<file path="src/hdl/uart_defines.svh">
// ##################################################
// UART shared constants
// Register offsets, control field codes, FIFO depth
// ##################################################
`ifndef UART_DEFINES_SVH
`define UART_DEFINES_SVH

// Register map, decoded on the low address nibble
`define UART_ADDR_CTRL      4'h0
`define UART_ADDR_STATUS    4'h4
`define UART_ADDR_TXDATA    4'h8
`define UART_ADDR_RXDATA    4'hc

`define UART_PARITY_NONE    2'b00
`define UART_PARITY_EVEN    2'b01
`define UART_PARITY_ODD     2'b10

`define UART_STOP_BITS_1    2'b00
`define UART_STOP_BITS_15   2'b01
`define UART_STOP_BITS_2    2'b10

`define UART_FLOW_CTRL_OFF  1'b0
`define UART_FLOW_CTRL_ON   1'b1

// Eight entries per FIFO
`define UART_FIFO_ADDR_WIDTH 3

`endif
</file>
<file path="src/hdl/uart_pkg.sv">
// ##################################################
// UART payload types
// Transmit words and receive FIFO entries
// ##################################################
package uart_pkg;

    // Data bits of one character, bit 0 goes out first
    typedef logic [8:0] tx_word_t;

    // One received character with its error flags
    // Packed so that data sits in bits 8:0 and frame_err in bit 10
    typedef struct packed {
        logic       frame_err;
        logic       parity_err;
        logic [8:0] data;
    } rx_entry_t;

endpackage

</file>
<file path="src/hdl/uart_top.sv">
// ##################################################
// UART top level
// Register slave, two FIFOs and the line engines
// ##################################################
`timescale 1ns/1ps
`include "uart_defines.svh"

module uart_top (
    input  logic        clk,
    input  logic        n_reset,
    input  logic [31:0] awaddr,
    input  logic        awvalid,
    output logic        awready,
    input  logic [31:0] wdata,
    input  logic        wvalid,
    output logic        wready,
    output logic [1:0]  bresp,
    output logic        bvalid,
    input  logic        bready,
    input  logic [31:0] araddr,
    input  logic        arvalid,
    output logic        arready,
    output logic [31:0] rdata,
    output logic [1:0]  rresp,
    output logic        rvalid,
    input  logic        rready,
    output logic        tx,
    input  logic        rx,
    input  logic        cts
);

    import uart_pkg::*;

    logic [31:0]                     ctrl;
    logic                            tx_push;
    tx_word_t                        tx_data;
    tx_word_t                        tx_word;
    logic                            tx_pop;
    logic [`UART_FIFO_ADDR_WIDTH:0]  tx_size;
    logic                            tx_empty;
    logic                            tx_full;
    logic                            rx_push;
    rx_entry_t                       rx_entry;
    rx_entry_t                       rx_head;
    logic                            rx_pop;
    logic [`UART_FIFO_ADDR_WIDTH:0]  rx_size;
    logic                            rx_empty;
    logic                            rx_full;

    uart_axil_regs regs0 (
        .clk(clk), .n_reset(n_reset),
        .awaddr(awaddr), .awvalid(awvalid), .awready(awready),
        .wdata(wdata), .wvalid(wvalid), .wready(wready),
        .bresp(bresp), .bvalid(bvalid), .bready(bready),
        .araddr(araddr), .arvalid(arvalid), .arready(arready),
        .rdata(rdata), .rresp(rresp), .rvalid(rvalid), .rready(rready),
        .ctrl(ctrl),
        .tx_push(tx_push), .tx_data(tx_data),
        .tx_size(tx_size), .tx_empty(tx_empty), .tx_full(tx_full),
        .rx_pop(rx_pop), .rx_head(rx_head),
        .rx_size(rx_size), .rx_empty(rx_empty), .rx_full(rx_full)
    );

    // The register slave fills the transmit FIFO and the serializer drains it
    uart_fifo #(.ADDR_WIDTH(`UART_FIFO_ADDR_WIDTH), .payload_t(tx_word_t)) tx_fifo (
        .clk(clk), .n_reset(n_reset),
        .push(tx_push), .data_in(tx_data),
        .pop(tx_pop), .data_out(tx_word),
        .size(tx_size), .empty(tx_empty), .full(tx_full)
    );

    uart_tx tx0 (
        .clk(clk), .n_reset(n_reset),
        .tx(tx), .cts(cts), .ctrl(ctrl),
        .word(tx_word), .empty(tx_empty), .pop(tx_pop)
    );

    // The deserializer fills the receive FIFO and the register slave drains it
    uart_rx rx0 (
        .clk(clk), .n_reset(n_reset),
        .rx(rx), .ctrl(ctrl),
        .push(rx_push), .entry(rx_entry)
    );

    uart_fifo #(.ADDR_WIDTH(`UART_FIFO_ADDR_WIDTH), .payload_t(rx_entry_t)) rx_fifo (
        .clk(clk), .n_reset(n_reset),
        .push(rx_push), .data_in(rx_entry),
        .pop(rx_pop), .data_out(rx_head),
        .size(rx_size), .empty(rx_empty), .full(rx_full)
    );

endmodule

</file>
<file path="src/hdl/uart_rx.sv">
// ##################################################
// UART receive deserializer
// Samples rx mid-bit and pushes checked entries
// ##################################################
`timescale 1ns/1ps
`include "uart_defines.svh"

module uart_rx (
    input  logic                clk,
    input  logic                n_reset,
    input  logic                rx,
    input  logic [31:0]         ctrl,
    output logic                push,
    output uart_pkg::rx_entry_t entry
);

    localparam logic [4:0] IDLE   = 5'b00001;
    localparam logic [4:0] START  = 5'b00010;
    localparam logic [4:0] DATA   = 5'b00100;
    localparam logic [4:0] PARITY = 5'b01000;
    localparam logic [4:0] STOP   = 5'b10000;

    logic [2:0]  data_bits;
    logic [1:0]  parity;
    logic [23:0] baud_reg;
    logic [3:0]  n_bits;
    logic        rx_meta;
    logic        rx_sync;
    logic        rx_prev;
    logic [4:0]  state;
    logic [23:0] counter;
    logic [3:0]  bit_idx;
    logic        bit_done;
    logic        half_done;
    logic [8:0]  shreg;
    logic        par_bit;
    logic        par_expect;

    assign data_bits = ctrl[31:29];
    assign parity    = ctrl[28:27];
    assign baud_reg  = ctrl[23:0];
    assign n_bits    = (data_bits > 3'd4) ? 4'd9 : {1'b0, data_bits} + 4'd5;
    assign bit_done  = counter == baud_reg - 24'd1;
    assign half_done = counter == {1'b0, baud_reg[23:1]} - 24'd1;

    // Unused upper bits of shreg are zero, so the XOR covers the active bits only
    assign par_expect = (parity == `UART_PARITY_ODD) ? ~^shreg : ^shreg;

    // Entry goes out in the middle of the first stop bit
    assign push = state == STOP && bit_done;

    always_comb begin
        entry.data       = shreg;
        entry.parity_err = parity != `UART_PARITY_NONE && par_bit != par_expect;
        entry.frame_err  = !rx_sync;
    end

    always_ff @(posedge clk or negedge n_reset) begin
        if (!n_reset) begin
            rx_meta <= 1'b1;
            rx_sync <= 1'b1;
            rx_prev <= 1'b1;
        end else begin
            rx_meta <= rx;
            rx_sync <= rx_meta;
            rx_prev <= rx_sync;
        end
    end

    always_ff @(posedge clk or negedge n_reset) begin
        if (!n_reset) begin
            state   <= IDLE;
            counter <= 24'd0;
            bit_idx <= 4'd0;
        end else begin
            counter <= counter + 24'd1;
            case (state)
                IDLE: begin
                    counter <= 24'd0;
                    bit_idx <= 4'd0;
                    if (rx_prev && !rx_sync)
                        state <= START;
                end
                START: begin
                    // A line that is high again at half a bit was only a glitch
                    if (half_done) begin
                        counter <= 24'd0;
                        state   <= rx_sync ? IDLE : DATA;
                    end
                end
                DATA: begin
                    if (bit_done) begin
                        counter <= 24'd0;
                        bit_idx <= bit_idx + 4'd1;
                        if (bit_idx == n_bits - 4'd1)
                            state <= (parity == `UART_PARITY_NONE) ? STOP : PARITY;
                    end
                end
                PARITY: begin
                    if (bit_done) begin
                        counter <= 24'd0;
                        state   <= STOP;
                    end
                end
                STOP: begin
                    if (bit_done)
                        state <= IDLE;
                end
                default: state <= IDLE;
            endcase
        end
    end

    always_ff @(posedge clk) begin
        if (state == IDLE)
            shreg <= 9'b0;
        else if (state == DATA && bit_done)
            shreg[bit_idx] <= rx_sync;
        if (state == PARITY && bit_done)
            par_bit <= rx_sync;
    end

endmodule

</file>
<file path="src/hdl/uart_tx.sv">
// ##################################################
// UART transmit serializer
// Drains the tx FIFO onto the line, honours CTS
// ##################################################
`timescale 1ns/1ps
`include "uart_defines.svh"

module uart_tx (
    input  logic               clk,
    input  logic               n_reset,
    output logic               tx,
    input  logic               cts,
    input  logic [31:0]        ctrl,
    input  uart_pkg::tx_word_t word,
    input  logic               empty,
    output logic               pop
);

    localparam logic [4:0] IDLE   = 5'b00001;
    localparam logic [4:0] START  = 5'b00010;
    localparam logic [4:0] DATA   = 5'b00100;
    localparam logic [4:0] PARITY = 5'b01000;
    localparam logic [4:0] STOP   = 5'b10000;

    logic [2:0]  data_bits;
    logic [1:0]  parity;
    logic [1:0]  stop_bits;
    logic        flow_ctrl;
    logic [23:0] baud_reg;
    logic [3:0]  n_bits;
    logic [8:0]  active;
    logic        par_bit;
    logic [24:0] stop_len;
    logic        bit_done;
    logic        stop_done;
    logic        cts_meta;
    logic        cts_sync;
    logic [4:0]  state;
    logic [24:0] counter;
    logic [3:0]  bit_idx;

    assign {data_bits, parity, stop_bits, flow_ctrl, baud_reg} = ctrl;
    assign n_bits  = (data_bits > 3'd4) ? 4'd9 : {1'b0, data_bits} + 4'd5;
    // Parity only covers the bits that actually go out
    assign active  = word & (9'h1ff >> (4'd9 - n_bits));
    assign par_bit = (parity == `UART_PARITY_ODD) ? ~^active : ^active;

    always_comb begin
        case (stop_bits)
            `UART_STOP_BITS_15: stop_len = {1'b0, baud_reg} + {2'b0, baud_reg[23:1]};
            `UART_STOP_BITS_2:  stop_len = {baud_reg, 1'b0};
            default:            stop_len = {1'b0, baud_reg};
        endcase
    end

    assign bit_done  = counter == {1'b0, baud_reg} - 25'd1;
    assign stop_done = counter == stop_len - 25'd1;
    // The head word leaves the FIFO in the last cycle of the stop time
    assign pop       = state == STOP && stop_done;

    always_ff @(posedge clk or negedge n_reset) begin
        if (!n_reset) begin
            cts_meta <= 1'b1;
            cts_sync <= 1'b1;
        end else begin
            cts_meta <= cts;
            cts_sync <= cts_meta;
        end
    end

    always_ff @(posedge clk or negedge n_reset) begin
        if (!n_reset) begin
            tx      <= 1'b1;
            state   <= IDLE;
            counter <= 25'd0;
            bit_idx <= 4'd0;
        end else begin
            counter <= counter + 25'd1;
            case (state)
                IDLE: begin
                    counter <= 25'd0;
                    bit_idx <= 4'd0;
                    // CTS is only looked at here, so a frame never stops halfway
                    if (!empty && (flow_ctrl == `UART_FLOW_CTRL_OFF || !cts_sync)) begin
                        tx    <= 1'b0;
                        state <= START;
                    end
                end
                START: begin
                    if (bit_done) begin
                        counter <= 25'd0;
                        tx      <= word[0];
                        state   <= DATA;
                    end
                end
                DATA: begin
                    if (bit_done) begin
                        counter <= 25'd0;
                        if (bit_idx == n_bits - 4'd1) begin
                            tx    <= (parity == `UART_PARITY_NONE) ? 1'b1 : par_bit;
                            state <= (parity == `UART_PARITY_NONE) ? STOP : PARITY;
                        end else begin
                            bit_idx <= bit_idx + 4'd1;
                            tx      <= word[bit_idx + 4'd1];
                        end
                    end
                end
                PARITY: begin
                    if (bit_done) begin
                        counter <= 25'd0;
                        tx      <= 1'b1;
                        state   <= STOP;
                    end
                end
                STOP: begin
                    if (stop_done)
                        state <= IDLE;
                end
                default: state <= IDLE;
            endcase
        end
    end

    a_pop_not_empty: assert property (@(posedge clk) disable iff (!n_reset)
        pop |-> !empty);

endmodule

</file>
<file path="src/hdl/uart_axil_regs.sv">
// ##################################################
// UART AXI4-Lite register slave
// Control, status and the FIFO data ports
// ##################################################
`timescale 1ns/1ps
`include "uart_defines.svh"

module uart_axil_regs (
    input  logic                clk,
    input  logic                n_reset,
    input  logic [31:0]         awaddr,
    input  logic                awvalid,
    output logic                awready,
    input  logic [31:0]         wdata,
    input  logic                wvalid,
    output logic                wready,
    output logic [1:0]          bresp,
    output logic                bvalid,
    input  logic                bready,
    input  logic [31:0]         araddr,
    input  logic                arvalid,
    output logic                arready,
    output logic [31:0]         rdata,
    output logic [1:0]          rresp,
    output logic                rvalid,
    input  logic                rready,
    output logic [31:0]         ctrl,
    output logic                tx_push,
    output uart_pkg::tx_word_t  tx_data,
    input  logic [3:0]          tx_size,
    input  logic                tx_empty,
    input  logic                tx_full,
    output logic                rx_pop,
    input  uart_pkg::rx_entry_t rx_head,
    input  logic [3:0]          rx_size,
    input  logic                rx_empty,
    input  logic                rx_full
);

    logic        wr_hs;
    logic        wr_accept;
    logic        rd_hs;
    logic [31:0] rd_mux;

    // Address and data are taken together, one transaction at a time
    assign wr_accept = awvalid && wvalid && !awready && !bvalid;
    assign wr_hs     = awready && awvalid && wvalid;
    assign arready   = !rvalid;
    assign rd_hs     = arvalid && arready;
    assign bresp     = 2'b00;
    assign rresp     = 2'b00;

    assign tx_push = wr_hs && awaddr[3:0] == `UART_ADDR_TXDATA && !tx_full;
    assign tx_data = wdata[8:0];
    assign rx_pop  = rd_hs && araddr[3:0] == `UART_ADDR_RXDATA && !rx_empty;

    always_comb begin
        case (araddr[3:0])
            `UART_ADDR_CTRL:   rd_mux = ctrl;
            `UART_ADDR_STATUS: rd_mux = {18'b0, rx_full, rx_empty, rx_size,
                                         2'b0, tx_full, tx_empty, tx_size};
            // Bit 31 tells the master whether the entry is real
            `UART_ADDR_RXDATA: rd_mux = {!rx_empty, 20'b0, rx_head};
            default:           rd_mux = 32'b0;
        endcase
    end

    always_ff @(posedge clk or negedge n_reset) begin
        if (!n_reset) begin
            awready <= 1'b0;
            wready  <= 1'b0;
            bvalid  <= 1'b0;
            ctrl    <= 32'b0;
        end else begin
            awready <= wr_accept;
            wready  <= wr_accept;
            if (wr_hs) begin
                bvalid <= 1'b1;
                if (awaddr[3:0] == `UART_ADDR_CTRL)
                    ctrl <= wdata;
            end else if (bready) begin
                bvalid <= 1'b0;
            end
        end
    end

    always_ff @(posedge clk or negedge n_reset) begin
        if (!n_reset)
            rvalid <= 1'b0;
        else if (rd_hs)
            rvalid <= 1'b1;
        else if (rready)
            rvalid <= 1'b0;
    end

    // Read data is captured at the handshake and held until rready
    always_ff @(posedge clk) begin
        if (rd_hs)
            rdata <= rd_mux;
    end

    a_bvalid_hold: assert property (@(posedge clk) disable iff (!n_reset)
        bvalid && !bready |=> bvalid);

endmodule

</file>
<file path="src/hdl/uart_fifo.sv">
// ##################################################
// Synchronous FIFO
// Circular buffer for any payload type
// ##################################################
`timescale 1ns/1ps
`include "uart_defines.svh"

module uart_fifo #(
    parameter int  ADDR_WIDTH = `UART_FIFO_ADDR_WIDTH,
    parameter type payload_t  = logic [8:0]
) (
    input  logic                clk,
    input  logic                n_reset,
    input  logic                push,
    input  payload_t            data_in,
    input  logic                pop,
    output payload_t            data_out,
    output logic [ADDR_WIDTH:0] size,
    output logic                empty,
    output logic                full
);

    localparam int DEPTH = 1 << ADDR_WIDTH;

    payload_t              mem [DEPTH];
    logic [ADDR_WIDTH-1:0] wr_ptr;
    logic [ADDR_WIDTH-1:0] rd_ptr;
    logic                  do_push;
    logic                  do_pop;

    // Pushes into a full FIFO and pops from an empty one are dropped
    assign do_push  = push && !full;
    assign do_pop   = pop && !empty;
    assign empty    = size == '0;
    assign full     = size == (ADDR_WIDTH + 1)'(DEPTH);
    assign data_out = mem[rd_ptr];

    always_ff @(posedge clk or negedge n_reset) begin
        if (!n_reset) begin
            wr_ptr <= '0;
            rd_ptr <= '0;
            size   <= '0;
        end else begin
            if (do_push)
                wr_ptr <= wr_ptr + 1'b1;
            if (do_pop)
                rd_ptr <= rd_ptr + 1'b1;
            if (do_push && !do_pop)
                size <= size + 1'b1;
            else if (do_pop && !do_push)
                size <= size - 1'b1;
        end
    end

    always_ff @(posedge clk) begin
        if (do_push)
            mem[wr_ptr] <= data_in;
    end

    // The count must stay within the buffer across any push and pop sequence
    a_size_bound: assert property (@(posedge clk) disable iff (!n_reset)
        size <= (ADDR_WIDTH + 1)'(DEPTH));

    // The pointers are always as far apart as the count says
    a_ptr_size: assert property (@(posedge clk) disable iff (!n_reset)
        wr_ptr - rd_ptr == size[ADDR_WIDTH-1:0]);

endmodule

</file>
<file path="config.mk">
export PLATFORM = sky130hd
export DESIGN_NAME = uart_top
export DESIGN_NICKNAME = d
export VERILOG_FILES = /design/src/hdl/uart_pkg.sv /design/src/hdl/uart_top.sv /design/src/hdl/uart_rx.sv /design/src/hdl/uart_tx.sv /design/src/hdl/uart_axil_regs.sv /design/src/hdl/uart_fifo.sv
export VERILOG_INCLUDE_DIRS = /design/src /design/src/hdl
export SDC_FILE = /design/constraint.sdc
export NUM_CORES = 1
export LEC_CHECK = 0
export BUFFER_PORTS_ARGS = -buffer_cell sky130_fd_sc_hd__buf_2
export CAP_MARGIN = 0
export CORE_MARGIN = 2
export CORE_UTILIZATION = 40
export DETAILED_ROUTE_END_ITERATION = 10
export HOLD_SLACK_MARGIN = 0.12
export PLACE_DENSITY_LB_ADDON = 0.15
export SETUP_SLACK_MARGIN = 0.5
export SYNTH_ARGS = -nofsm -noshare
export SYNTH_HDL_FRONTEND = slang
export SYNTH_SLANG_ARGS = --single-unit
export TNS_END_PERCENT = 30
</file>
<file path="constraint.sdc">
create_clock -name clk -period 5.3 [get_ports clk]
set_input_delay 0.265 -clock clk [delete_from_list [all_inputs] [get_ports clk]]
set_output_delay 0.265 -clock clk [all_outputs]
set_load 0.005 [all_outputs]
</file>
==> results_dict.tcl <==
set metrics [dict create \
    status "complete, no violations" \
    wirelength_mm 58.4 \
    hold_viol_final 0 \
    clk_pin_slew_worst_paths_ns 0.06 \
    floorplan.die_area_um2 50900 \
    postSynth.asyncResetShare_pct 38.8 \
    slew_viol_final 0 \
    p_sw_w 0.00263 \
    post_synth.cell_area_avg_um2 10.9 \
    grt_overflow_total 0 \
    fin_worst_hold_slack_ns 0.255 \
    die-height_um 226 \
    synth.top_cells.by_area "edfxtp_1 29%, dfrtp_1 15%, xnor2_1 6.8%" \
    route.detailed.drc 0 \
    layout_cell_share_with_drive_strength_beyond_1_pct 26.0 \
    die_w_um 226 \
    fp-row-count 81 \
    post-dp-hpwl_mm 42.8 \
    critical-path-max-stage-delay_ns 0.41 \
    antennaDiodeCount 0 \
    antenna_found_initial 0 \
    route.antenna.remaining_nets 0 \
    layoutNonFillerInstCount 2794 \
    grt_setup_unrepaired "yes" \
    timing.final.setup_violations 0 \
    dr.pass1.iters 6 \
    max_slew.worst_pin.slew_ns 1.04 \
    tritoncts "yes" \
    synth.largest_area_cell "edfxtp_1" \
    ys.warnings.count 0 \
    yosys-top-cells-count "193 x edfxtp_1, 163 x nand2_1, 153 x xnor2_1, 124 x nor2_1, 120 x dfrtp_1" \
    grt_first_pass_wirelength_mm 89.6 \
    hold_path.class "in -> reg" \
    area_growth_syn_to_layout_pct 25.1 \
    power.share.switching_pct 32.4 \
    clock-skew-final_ns 0.0383 \
    maxClockFrequency_ghz 0.195 \
    powerDensity_nw_per_um2 331 \
    post_drt_wl_per_cell_um 20.9 \
    floorplan.io_pins 147 \
    initial_utilization_pct 40.3 \
    crit_top_cell "buf_4" \
    postSynthCellCount 1800 \
    via_count_of_the_first_global_routing_pass 15200 \
    globalRouteTotalUtil_pct 23.2 \
    pin_count_of_the_biggest_net_entering_global_routing 71 \
    max_cap_violations 0 \
    synth.most_common_cell "edfxtp_1" \
    drt-vias-per-instance 5.43 \
    vias 15200 \
    drt_first_iter_violations 989 \
    slew-limit-headroom_pct 30.6 \
    cp.required_ns 5.76 \
    prevailing_post_synth_register_cell "edfxtp_1" \
    synth.cell_area_um2 19700 \
    setup_ws_ns 0.167 \
    seq_power_share_pct 36.6 \
    worstHoldPathCells 5 \
    io_buffer_count 86 \
    critical_path.startpoint_type "flop" \
    rr_worst_depth 27 \
    cts_buffers 38 \
    vdd.ir_drop.worst_mv 0.204 \
    setup_tns_ns 0 \
    crit_fanout 4 \
    post-place-cells 2659 \
    cts-root-buf "clkbuf_16" \
    static-leakage-power_nw 9.85 \
    yosys_register_bits 330 \
    clock_sink_count 330 \
    synth_edf_count 193 \
    place.gp.congestion 0.975 \
    worst_setup_path_class "reg -> reg" \
    power.share.clock_pct 33.5 \
    relative_contribution_of_combinational_cells_to_total_power_pct 30.0 \
    coreArea_um2 48700 \
    crit_arrival_ns 5.60 \
    layout.nets 2291 \
    synth_top_area_share_pct 29.5 \
    clkLatencyLatePin_ns 0.58 \
    synth.yosys.seq_area_share_pct 46.7 \
    post-route-min-period_ns 5.13 \
    clock_tree.htree_level_count 2 \
    endpoint_kind "flop" \
    cp_slowest_cell "dfrtp_1" \
    post-route-period-util_pct 96.8 \
    internal_power_w 0.00550 \
    placement.setup.worst_slack_ns -0.288 \
    ys_types 92 \
    clock_path_buffers 3 \
]
per-layer routing:
layer	track usage, %	routed length (µm)	up-vias
met5	0	0	-
li1	-	-	7119
met4	7.33	1880	0
met1	30.6	25900	7563
met2	39.5	28300	380
met3	3.04	2390	97
cells by family after synthesis:
| logic type | share of synthesized area (%) |
|---|---|
| flip-flops | 46.7 |
| buffers and inverters | 3.24 |
| other | 0.0191 |
| AO/OA/AOI/OAI | 10.3 |
| XOR/XNOR | 11.6 |
| multiplexers | 7.10 |
| AND/OR/NAND/NOR | 15.6 |
| adder cells (fa/ha/maj) | 5.46 |
power groups by stage:
stage | logic (W) | registers, W | clock network [W]
floorplan | 0.00143 | 0.00299 | 0
global placement | 0.00227 | 0.00302 | 0
detailed placement | 0.00228 | 0.00302 | 0
CTS | 0.00237 | 0.00297 | 0.00280
global route | 0.00265 | 0.00299 | 0.00288
finish | 0.00244 | 0.00297 | 0.00272
registers in the layout, summed over array words and instances, names as in the netlist, 9 cells and up:
signal and flops:
regs0.ctrl 32, regs0.rdata 32, rx0.counter 24, rx0.shreg 9, rx_fifo.mem 88, tx0.counter 25
tx_fifo.mem 72
critical path, delay by kind of cell, from the launching register on:
family | cells | cell delay [ns]
XOR/XNOR | 3 | 0.40
AO/OA/AOI/OAI | 6 | 1.09
buffers and inverters | 7 | 0.92
adder cells (fa/ha/maj) | 3 | 0.69
flip-flops | 1 | 0.41
AND/OR/NAND/NOR | 8 | 1.53
cells in the final DEF (no fill, tap or decap), drive strengths merged, types with 13 or more instances in the layout:
| cell | instances |
|---|---|
| dfrtp | 120 |
| and2 | 30 |
| nor4 | 31 |
| buf | 307 |
| ha | 81 |
| nand4 | 31 |
| mux2i | 27 |
| nor2 | 124 |
| nand2 | 164 |
| edfxtp | 193 |
| a211oi | 14 |
| dlygate4sd3 | 50 |
| xnor2 | 153 |
| clkbuf | 49 |
| nand3 | 49 |
| inv | 64 |
| nor3b | 13 |
| mux4 | 40 |
| nor3 | 44 |
| nor2b | 20 |
| xnor3 | 14 |
| o21ai | 94 |
| a21oi | 61 |
| xor2 | 71 |
| nand2b | 13 |
| mux2 | 20 |
| and3 | 30 |
area by class of cell:
cell class | count | area (µm²)
fillers | 4359 | 24200
multi-input cells | 1313 | 10400
flip-flops and latches | 330 | 9190
repair buffers | 357 | 2620
clock buffers | 49 | 1030
well taps | 664 | 831
clock inverters | 19 | 263
inverters | 62 | 235
timing repair:
action | in CTS | in global routing
endpoints found under the setup margin | 6 | 58
buffers inserted | 9 | 8
hold buffers | 50 | 0
pin swaps | 25 | 16
hold endpoints to repair | 178 | 0
gates resized for setup | 43 | 54
through the flow:
| step | cell area (µm²) | utilization (%) | total power (W) |
|---|---|---|---|
| 5_1_grt | 24600 | 50.5 | 0.00852 |
| 3_5_place_dp | 22200 | 45.5 | 0.00530 |
| 4_1_cts | 24200 | 49.7 | 0.00814 |
| 6_report | 24600 | 50.5 | 0.00813 |
| 3_3_place_gp | 22200 | 45.5 | 0.00528 |
| 2_1_floorplan | 19800 | - | 0.00442 |
worst paths after layout:
| check | slack (ns) | start | endpoint |
|---|---|---|---|
| max in group asynchronous | 3.68 | n_reset | regs0.ctrl[2]$_DFFE_PN0P_ |
| min in group asynchronous | 0.30 | n_reset | tx0.counter[23]$_DFF_PN0_ |
| hold / removal | 0.25 | awaddr[2] | regs0.ctrl[7]$_DFFE_PN0P_ |
| setup reg to reg | 0.17 | regs0.ctrl[3]$_DFFE_PN0P_ | tx_fifo.size[3]$_DFFE_PN0P_ |
| hold reg to reg | 0.36 | rx0.rx_meta$_DFF_PN1_ | rx0.rx_sync$_DFF_PN1_ |
| setup / recovery | 0.17 | regs0.ctrl[3]$_DFFE_PN0P_ | tx_fifo.size[3]$_DFFE_PN0P_ |
Power figures use the tool's default switching activity.
